==> src/rtl/program_counter.sv <==
// program counter with sequential step, branch, jump, hold and restart
module program_counter #(
    parameter int addr_w = 10
) (
    input  logic              clk,
    input  logic              rst,
    input  logic              step,
    input  logic              restart,
    input  logic              take_branch,
    input  logic [15:0]       offset,
    input  logic              jump,
    input  logic [25:0]       target,
    output logic [addr_w-1:0] pc,
    output logic [addr_w-1:0] pc_next_seq
);
    logic [addr_w-1:0] pc_step;

    assign pc_next_seq = pc + addr_w'(1);

    // offset wraps modulo the address space
    always_comb begin
        if (jump) begin
            pc_step = target[addr_w-1:0];
        end else if (take_branch) begin
            pc_step = pc_next_seq + offset[addr_w-1:0];
        end else begin
            pc_step = pc_next_seq;
        end
    end

    always_ff @(posedge clk) begin
        if (rst || restart) begin
            pc <= '0;
        end else if (step) begin
            pc <= pc_step;
        end
    end

    // a taken branch and a jump never arrive together
    pc_redirect_excl_a: assert property (@(posedge clk) disable iff (rst)
        !(jump && take_branch));

endmodule

==> config.mk <==
export PLATFORM = sky130hd
export DESIGN_NAME = program_counter
export DESIGN_NICKNAME = d
export VERILOG_FILES = /design/src/rtl/program_counter.sv
export SDC_FILE = /design/constraint.sdc
export NUM_CORES = 1
export LEC_CHECK = 0
export ABC_AREA = 1
export BUFFER_PORTS_ARGS = -buffer_cell sky130_fd_sc_hd__buf_2
export CAP_MARGIN = 15
export CORE_UTILIZATION = 47
export CTS_CLUSTER_SIZE = 10
export DETAILED_ROUTE_END_ITERATION = 6
export PLACE_DENSITY = 0.95
export SLEW_MARGIN = 40
export SYNTH_ARGS = -nofsm -noshare
export SYNTH_HDL_FRONTEND = slang
export SYNTH_SLANG_ARGS = --single-unit
export TNS_END_PERCENT = 50
==> constraint.sdc <==
create_clock -name clk -period 6.3 [get_ports clk]
set_clock_uncertainty 0.15 [all_clocks]
set_input_delay 0.63 -clock clk [delete_from_list [all_inputs] [get_ports clk]]
set_output_delay 0.63 -clock clk [all_outputs]
set_load 0.02 [all_outputs]
### Word-level counts from Yosys, hierarchy flattened

Index checks and enable logic that the tools add are counted.

| operators by class | value |
|---|---|
| muxes and demuxes | 2 |
| reduce and logical (&&, ||, !) cells | 1 |
| $add $sub $neg | 2 |

Operator list:

| operator | count |
|---|---|
| 10-bit 2-to-1 mux | 2 |
| 10-bit by 1-bit adder with 10-bit output, second input constant | 1 |
| 10-bit adder | 1 |
| 1-bit logical OR | 1 |

| word-level totals | value |
|---|---|
| register bits | 10 |
| logic and storage cells | 6 |
| input bits | 48 |
| output and inout bits | 20 |

### Logic depth before layout (Yosys ltp)

Gate-level depths: netlist of run 1.

| depth | value |
|---|---|
| word-level depth | 4 |
| depth in mapped cells | 18 |
| gate-level depth less buffers | 18 |

### Worst setup path before layout of run 1

No wires, ideal clock.

| timing | value |
|---|---|
| kind | register to register |
| start | register pc[0] |
| end | register pc[9] |
| period minus slack after synthesis | 2823 ps |
| arrival | 2555 ps |
| data required time | 6032 ps |
| setup time | 118 ps |
| cell stages (with the launch flop) | 18 |
| path buffers | 0 |
| slack | 3477 ps |
| cell sequence | dfxtp_1 > ha_1 > nand3_2 > inv_2 > nand4_2 > or3_1 > nand2_1 > ha_1 > nand2_1 > inv_1 > a21oi_1 > nand3_1 > nand2_1 > nand3_1 > nand2_1 > nand3_1 > nand2_1 > a21oi_1 |

| on the way | value |
|---|---|
| cells in the longest elaborated chain, start to end | 4 |

Ends and longest elaborated chain:

| what | line | source |
|---|---|---|
| from (decl) | 13 | `output logic [addr_w-1:0] pc,` |
| from (signal assigned) | 35 | `pc <= pc_step;` |
| 10-bit by 1-bit adder with 10-bit output | 18 | `assign pc_next_seq = pc + addr_w'(1);` |
| via pc_next_seq[8] | 14 | `output logic [addr_w-1:0] pc_next_seq` |
| 10-bit adder | 25 | `pc_step = pc_next_seq + offset[addr_w-1:0];` |
| 10-bit 2-to-1 mux | 24 | `end else if (take_branch) begin` |
| 10-bit 2-to-1 mux | 22 | `if (jump) begin` |

The timed path passes the listed nets, and every way through them passes these cells.
A chain may end at the register's enable or synchronous reset.

### Worst setup path in the final report of run 1

| timing | value |
|---|---|
| start | register pc[0] |
| end | register pc[9] |

| on the way | value |
|---|---|
| cells in the longest elaborated chain, start to end | 4 |

Ends and longest elaborated chain:

| what | line |
|---|---|
| 10-bit by 1-bit adder with 10-bit output (*) | 18 |
| 10-bit adder | 25 |
| 10-bit 2-to-1 mux (*) | 24 |
| 10-bit 2-to-1 mux (*) | 22 |

Mark *: on every way between the ends. The rest lies on a longest branch, timed or not.

==> impl_metrics.ini, run 1 <==
[worst_setup_path]
critPathLaunchType = flop
worst-endpoint-required_ns = 6.30
crit_type = flop to flop
timing.rr.start = pc[0]
rrSetupSlack_ns = 3.48
r2r-end = pc[9]
reg2reg_depth = 17
cp_max_fo = 8
arrival_ns = 2.81
critPathCaptureType = flop

[power_and_ir_drop]
power.share.combinational_pct = 39.6
switching_power_w = 0.0000696
pwr-share-seq_pct = 37.6
power.share.clock_pct = 22.8
total_power_w = 0.000187
sw_frac_of_total_pct = 37.2
ir_drop_v = 0.000117
intPower_w = 0.000117
leakagePower_nw = 0.778
power.density_nw_per_um2 = 135

[global_route]
grt_util_all_layers_pct = 22.7
grt-ovfl-total = 0
grt_pass1_vias = 1102
antenna_found_initial = 0
grt_pass1_wl_um = 4550
grt_max_degree = 15

[timing]
rsz0062_at_grt = no
slew_viol_final = 0
setup_viol_count_final = 0
fmax_ghz = 0.355
fin_crit_sh_pct = 44.7
final_hold_viol_count = 0
setup_tns_ns = 0
worst_pin_slew_ns = 0.432
fin_crit_ns = 2.82
slew_headroom_pct = 71.1

[placement]
gp_congestion = 0.844
dpl.hpwl_um = 2310
portBuffers = 45

[floorplan]
core_area_um2 = 2250
initial_core_util_pct = 50.7
die_w_um = 51.3
dieArea_um2 = 2630
die_h_um = 51.3
row_count = 17
pin_count = 68

[synthesis]
seq_area_frac_synth_pct = 17.5
yosysUniqueCellTypes = 24
syn_inst = 182
synth_nets = 241
avgSynthCellArea_um2 = 6.28
yosysWarningCount = 0
syn-cell-area_um2 = 1140
synth-seq-cells = 10

[cells_and_area]
layout.nets = 286
drive_gt1_share_pct = 24.9
multi_input_area_um2 = 812
antenna_cells = 0
regArea_um2 = 200
fill_cells = 233
largest_register_ffs = 10
syn2layout_area_growth_pct = 20.9
reg_top3 = pc (10)
regMostFlops = pc

[clock_network]
clock-root-buffer = clkbuf_4
clk_pin_slew_ns = 0.06
numCtsBuffers = 3
cts_tree = done
h-tree-depth = 1
cts_resized = 0
clock_sinks = 10
cts_setup_buffers = 0
clockBufferDepth = 2
worst_skew_pair.late_latency_ns = 0.26
cts_hold_buf = 0

[route]
via_count = 1329
dr.pass1.iters = 4
viasPerCell = 5.25
drcViolationCount = 0
routed_wl_um = 2820
antenna_left = 0
wire_per_inst_um = 11.2
first_iter_violations = 39

[run]
drv_cap = 0

[min_path]
hold_path_end = pc[9]
min_from = pc[9]
hold_class = flop to flop
whs_path_depth = 2

[run_status]
status = finished clean
-- worst max-delay path by stage --
stage	slack, ns	end	from
floorplan	3.48	pc[9]	pc[0]
global placement	3.57	pc[9]	pc[0]
detailed placement	3.49	pc[9]	pc[0]
CTS	3.48	pc[9]	pc[0]
global route	3.20	pc[9]	pc[0]
finish	3.48	pc[9]	pc[0]
-- synthesized netlist by cell type (all sizes together) --
| library cell | instances | area share (%) |
|---|---|---|
| xnor2 | 3 | 2.3 |
| nand3 | 15 | 7.4 |
| o211ai | 3 | 2.0 |
| or2 | 1 | 0.55 |
| a21oi | 23 | 10 |
| a221oi | 1 | 0.77 |
| o21ai | 11 | 4.8 |
| nor2 | 20 | 6.8 |
| buf | 5 | 3.8 |
| nand4 | 5 | 3.3 |
| fa | 1 | 1.8 |
| dfxtp | 10 | 18 |
| xor2 | 6 | 4.6 |
| ha | 10 | 11 |
| or3 | 1 | 0.55 |
| a31oi | 2 | 1.1 |
| nand2 | 42 | 14 |
| inv | 23 | 7.6 |
-- through the flow --
| step | util (%) | hold slack (ns) | area, um^2 | cells | setup WS (ns) |
|---|---|---|---|---|---|
| after floorplan | - | 0.414 | 1140 | 182 | 3.48 |
| after global placement | 60.3 | 0.340 | 1360 | 250 | 3.57 |
| after detailed placement | 60.3 | 0.349 | 1360 | 250 | 3.49 |
| after CTS | 61.3 | 0.358 | 1380 | 253 | 3.48 |
| after global routing | 61.3 | 0.402 | 1380 | 253 | 3.20 |
| final | 61.3 | 0.360 | 1380 | 253 | 3.48 |
-- metal layers --
metal | wire length (um) | track usage (%)
met5 | 0 | 0
met4 | 0 | 1.35
met1 | 1270 | 29.0
met2 | 1350 | 39.9
met3 | 198 | 5.65
-- cells in the final DEF (no fill, tap or decap), drive strengths merged, types with 5 or more instances in the layout --
cell	Yosys	layout
ha	10	10
buf	5	45
nand4	5	5
nand3	15	15
nor2	20	20
xor2	6	6
o21ai	11	11
dfxtp	10	10
a21oi	23	23
nand2	42	42
inv	23	23
-- kinds of logic after synthesis --
| logic type | count (synthesis) | share of synthesized area (%) |
|---|---|---|
| AOI/OAI and AO/OA | 40 | 19.1 |
| xor gates and xnor gates | 9 | 6.90 |
| adders and majority gates | 11 | 12.7 |
| buffers and inverters | 28 | 11.4 |
| DFF | 10 | 17.5 |
| and+or+nand+nor | 84 | 32.4 |
-- worst max-delay path, cell delays in order (launching register included) --
cell,delay (ns)
dfxtp_1,0.47
ha_1,0.26
nand3_2,0.12
inv_2,0.08
nand4_2,0.08
or3_1,0.34
nand2_1,0.09
ha_1,0.27
nand2_1,0.11
inv_1,0.04
a21oi_1,0.19
nand3_1,0.10
nand2_1,0.08
nand3_1,0.07
nand2_1,0.06
nand3_1,0.06
nand2_1,0.07
a21oi_1,0.05
-- final cells by class --
cell class | count | share of cell area [%]
Inverter | 23 | 6.25
Timing Repair Buffer | 45 | 16.3
Tap cell | 28 | 2.54
Sequential cell | 10 | 14.5
Multi-Input combinational cell | 144 | 58.8
Clock buffer | 3 | 1.63
-- power groups by stage --
stage / sequential, W / clock, W / combinational (W)
6_report: 0.0000702 / 0.0000426 / 0.0000741
5_1_grt: 0.0000706 / 0.0000470 / 0.0000827
4_1_cts: 0.0000701 / 0.0000438 / 0.0000740
3_5_place_dp: 0.0000716 / 0 / 0.0000736
3_3_place_gp: 0.0000714 / 0 / 0.0000717
2_1_floorplan: 0.0000742 / 0 / 0.0000498
Note: power is estimated with default switching activity, not from simulation.
==> run 2: changes to the inputs <==
--- a/config.mk
+++ b/config.mk
@@ -8,10 +8,10 @@
 export ABC_AREA = 1
 export BUFFER_PORTS_ARGS = -buffer_cell sky130_fd_sc_hd__buf_2
 export CAP_MARGIN = 15
-export CORE_UTILIZATION = 47
+export CORE_UTILIZATION = 43
 export CTS_CLUSTER_SIZE = 10
 export DETAILED_ROUTE_END_ITERATION = 6
-export PLACE_DENSITY = 0.95
+export PLACE_DENSITY = 0.89
 export SLEW_MARGIN = 40
 export SYNTH_ARGS = -nofsm -noshare
 export SYNTH_HDL_FRONTEND = slang
==> constraint.sdc (replaced) <==
create_clock -name clk -period 2.83 [get_ports clk]
set_clock_uncertainty 0.15 [all_clocks]
set_input_delay 0.283 -clock clk [delete_from_list [all_inputs] [get_ports clk]]
set_output_delay 0.283 -clock clk [all_outputs]
set_load 0.02 [all_outputs]
==> run 2 against run 1 <==
Effect of this change:
- worst hold slack lost 0.22 ns
- sequential cell count unchanged
- design area increased by 2.8%
- sequential share of layout area down 0.31 points
- clock power grew to 3.2 times the previous value
- critical path depth unchanged
- final cell count grew 2.0%
- first-iteration DRC count is 21% lower
- via count decreased by 1.2%
- maximum frequency increased by 7.0%
==> impl_metrics.ini, run 2 (synthesis results as in run 1) <==
[run_status]
status = finished clean

[cells_and_area]
regMostFlops = pc
fill_cells = 261
reg_top3 = pc (10)
layout_commonest_cell = buf_2
layout.nets = 288
postLayoutCoreUtil_pct = 56.8
syn2layout_area_growth_pct = 24.3
drive_gt1_share_pct = 27.2
multi_input_area_um2 = 818
mostFrequentLayoutCells = buf_2, nand2_1, inv_1, a21oi_1, nor2_1
regArea_um2 = 201
antenna_cells = 0
largest_register_ffs = 10

[floorplan]
die_h_um = 53.5
initial_core_util_pct = 45.7
core_area_um2 = 2500
dieArea_um2 = 2870
die_w_um = 53.5
pin_count = 68
row_count = 18

[worst_setup_path]
slowest_delay_ns = 0.36
crit_type = flop to flop
worstPathCellList = ha_2, nand3_2, inv_2, nand4_2, or3_1, nand2_1, ha_1, nand2_1, inv_1, a21oi_2, nand3_1, nand2_1, nand3_1, nand2_1, nand3_1, nand2_1, a21oi_1
arrival_ns = 2.66
timing.rr.start = pc[1]
worst-endpoint-required_ns = 2.85
critPathLaunchType = flop
timing.critical_path.mode_cell = nand2_1
crit_path_start = pc[1]
critPathCaptureType = flop
cp_slowest_cell = dfxtp_2
cp_max_fo = 4

[timing]
slew_viol_final = 0
setup_viol_count_final = 0
slew_headroom_pct = 71.0
fmax_ghz = 0.380
final_hold_viol_count = 0
fin_crit_ns = 2.63
fin_crit_sh_pct = 93.0
worst_pin_slew_ns = 0.435
whs_ns = 0.140

[run]
drv_cap = 0

[global_route]
met1_usage_pct = 29.1
grt_pass1_vias = 1044
grt-ovfl-total = 0
antenna_found_initial = 0
grt_max_degree = 15
busiest_layer = met2
gr-usage-met3_pct = 6.50
grt_pass1_wl_um = 4520
grt_use_met2_pct = 34.0
grt_util_all_layers_pct = 21.8

[route]
dr.pass1.iters = 4
drcViolationCount = 0
wire_per_inst_um = 11.6
routed_wl_um = 2980
viasPerCell = 5.09
antenna_left = 0
via_count = 1313
first_iter_violations = 31

[power_and_ir_drop]
leakagePower_nw = 0.794
ir_drop_v = 0.000308
total_power_w = 0.000461
power.density_nw_per_um2 = 325

[clock_network]
clock_sinks = 10
cts_tree = done
clock-root-buffer = clkbuf_4
h-tree-depth = 1
numCtsBuffers = 3
clockBufferDepth = 2
cts_setup_buffers = 0
clk_pin_slew_ns = 0.07
worst_skew_pair.late_latency_ns = 0.28

[placement]
gp_congestion = 0.831
dpl.hpwl_um = 2330
portBuffers = 45

[min_path]
min_from = target[3]
hold_class = input pin to flop
run 2: path summary, 6_finish.rpt:
kind         slack (ns)  cells after the start  endpoint
min reg2reg        0.36                      2     pc[9]
max reg2reg        0.20                     17     pc[9]
min                0.14                      3     pc[3]
max                0.20                     17     pc[9]
run 2: repair_timing:
action / in CTS / in global routing
hold buffers: 0 / 0
resized for setup: 0 / 3
endpoints found under the setup margin: 0 / 1
run 2: worst max-delay path, delay by kind of cell (launching register included):
family                   cells  cell delay, ns
AND/OR/NAND/NOR             11            1.18
adder cells (fa/ha/maj)      2            0.47
buffers and inverters        2            0.14
AO/OA/AOI/OAI                2            0.21
flip-flops                   1            0.36
run 2: layout make-up:
class                      instances  share of cell area (%)
multi-input combinational        144                    57.6
timing repair buffer              47                    16.9
sequential                        10                    14.2
tap                               30                    2.64
clock buffer                       4                    2.56
inverter                          23                    6.08
run 2: per-stage QoR:
step | std cells | TNS [ns] | area (um^2) | setup WS, ns
4_1_cts | 258 | 0 | 1410 | 0.146
3_3_place_gp | 254 | 0 | 1380 | 0.202
5_1_grt | 258 | -0.00687 | 1420 | -0.00687
6_report | 258 | 0 | 1420 | 0.198
3_5_place_dp | 254 | 0 | 1380 | 0.161
2_1_floorplan | 182 | 0 | 1140 | 0.00704
run 2: power by group:
part | total (W) | internal [W] | leakage [nW] | switching [W]
clock network | 0.000137 | 0.0000785 | 0.0210 | 0.0000581
logic | 0.000169 | 0.0000670 | 0.691 | 0.000102
registers | 0.000155 | 0.000147 | 0.0821 | 0.00000818
total | 0.000461 | 0.000292 | 0.794 | 0.000169
run 2: routing by layer:
layer	part of all wire, %	routed length [um]
met3	5.7	170
met5	0	0
met4	1.0	31
met1	47	1410
met2	46	1370
==> run 3: changes to the inputs <==
--- a/config.mk
+++ b/config.mk
@@ -12,6 +12,7 @@
 export CTS_CLUSTER_SIZE = 10
 export DETAILED_ROUTE_END_ITERATION = 6
 export PLACE_DENSITY = 0.89
+export RECOVER_POWER = 50
 export SLEW_MARGIN = 40
 export SYNTH_ARGS = -nofsm -noshare
 export SYNTH_HDL_FRONTEND = slang
==> run 3 against run 2 <==
Effect of this change:
- global-route usage is the same
- sequential power hardly changed
- sequential share of layout area grew 0.16 points
- first-iteration DRC count is the same
- maximum frequency about the same
==> impl_metrics.ini, run 3 (synthesis results as in run 1) <==
[cells_and_area]
postLayoutCoreUtil_pct = 56.2
fill_cells = 266
layout.nets = 288
regMostFlops = pc
syn2layout_area_growth_pct = 22.9
largest_register_ffs = 10
final_area_um2 = 1400
fin_cells = 258
layout_commonest_cell = nand2_1
reg_top3 = pc (10)
mostFrequentLayoutCells = nand2_1, buf_2, inv_1, a21oi_1, nor2_1
drive_gt1_share_pct = 21.5
antenna_cells = 0

[worst_setup_path]
crit_type = flop to flop
critPathCaptureType = flop
arrival_ns = 2.66
worst-endpoint-required_ns = 2.85
cp_max_fo = 4
worstPathCellList = ha_2, nand3_2, inv_2, nand4_2, or3_1, nand2_1, ha_1, nand2_1, inv_1, a21oi_2, nand3_1, nand2_1, nand3_1, nand2_1, nand3_1, nand2_1, a21oi_1
slowest_delay_ns = 0.36
timing.critical_path.mode_cell = nand2_1
cp_slowest_cell = dfxtp_2
critPathLaunchType = flop

[timing]
slew_viol_final = 0
whs_ns = 0.140
setup_tns_ns = 0
final_hold_viol_count = 0
slew_headroom_pct = 69.7
setup_viol_count_final = 0
fmax_ghz = 0.380
fin_crit_sh_pct = 93.0
worst_pin_slew_ns = 0.454
fin_crit_ns = 2.63

[global_route]
grt_pass1_vias = 1044
grt-ovfl-total = 0
grt_pass1_wl_um = 4520
grt_util_all_layers_pct = 21.8
grt_max_degree = 15
antenna_found_initial = 0

[power_and_ir_drop]
ir_drop_v = 0.000307
leakagePower_nw = 0.743
power.density_nw_per_um2 = 327
sw_frac_of_total_pct = 36.9
power.share.clock_pct = 29.8
power.share.combinational_pct = 36.4
intPower_w = 0.000290
pwr-share-seq_pct = 33.8
switching_power_w = 0.000169

[clock_network]
clockBufferDepth = 2
clock-root-buffer = clkbuf_4
clock_sinks = 10
cts_hold_buf = 0
h-tree-depth = 1
cts_tree = done
numCtsBuffers = 3
worst_skew_pair.late_latency_ns = 0.28
clk_pin_slew_ns = 0.07
cts_setup_buffers = 0

[floorplan]
initial_core_util_pct = 45.7
die_h_um = 53.5
pin_count = 68
row_count = 18
dieArea_um2 = 2870
die_w_um = 53.5
core_area_um2 = 2500

[route]
via_count = 1325
routed_wl_um = 2980
wire_per_inst_um = 11.6
dr.pass1.iters = 7
viasPerCell = 5.14
antenna_left = 0
first_iter_violations = 31
drcViolationCount = 0

[placement]
portBuffers = 45
dpl.hpwl_um = 2330
gp_congestion = 0.831
place_area_um2 = 1380
dp_cells = 254

[run]
drv_cap = 0

[run_status]
status = finished clean

[min_path]
hold_class = input pin to flop
==> run 3: cell count changes in the layout (fill, tap and decap cells not counted) <==
| cell | delta |
|---|---|
| buf_2 | -13 |
| clkbuf_1 | +13 |
==> run 3: power by group through the flow <==
stage / Sequential [W] / Clock, W / Combinational, W
2_1_floorplan: 0.000165 / 0 / 0.000111
3_3_place_gp: 0.000158 / 0 / 0.000164
3_5_place_dp: 0.000158 / 0 / 0.000167
4_1_cts: 0.000155 / 0.000137 / 0.000168
5_1_grt: 0.000156 / 0.000145 / 0.000188
6_report: 0.000155 / 0.000137 / 0.000167
==> run 3: worst paths after layout <==
kind                                 from  endpoint  slack (ns)  cells after the start
worst max register to register      pc[1]     pc[9]        0.20                     17
worst max-delay path                pc[1]     pc[9]        0.20                     17
worst min register to register      pc[9]     pc[9]        0.35                      2
worst min-delay path            target[3]     pc[3]        0.14                      3
==> run 3: per-stage QoR <==
step                      setup WS [ns]  power (W)
after floorplan                 0.00704   0.000276
after global placement            0.202   0.000321
after detailed placement          0.161   0.000325
after CTS                         0.146   0.000459
after global routing           -0.00642   0.000490
final                             0.199   0.000459
==> run 3: layout make-up <==
type                       instances  area, um^2  area share (%)
sequential                        10         201            14.3
clock buffer                       4        36.3            2.58
inverter                          23        86.3            6.15
tap                               30        37.5            2.67
multi-input combinational        144         818            58.3
timing repair buffer              47         224            16.0
==> run 3: repair_timing <==
| item | in CTS | in global routing |
|---|---|---|
| resized for setup | 0 | 3 |
| endpoints found under the hold margin | 0 | 0 |
| endpoints found under the setup margin | 0 | 1 |
==> run 3: critical path: cells and delay by family (launching register included) <==
kind                       cells  cell delay [ns]
DFF                            1             0.36
and+or+nand+nor               11             1.19
buffers and inverters          2             0.14
AOI/OAI and AO/OA              2             0.21
adders and majority gates      2             0.47
==> run 3: metal layers <==
layer	wire (um)	share of wire, %	track usage, %
met1	1370	46	29.1
met3	181	6.1	6.50
met5	0	0	0
met2	1410	47	34.0
met4	25	0.84	5.70
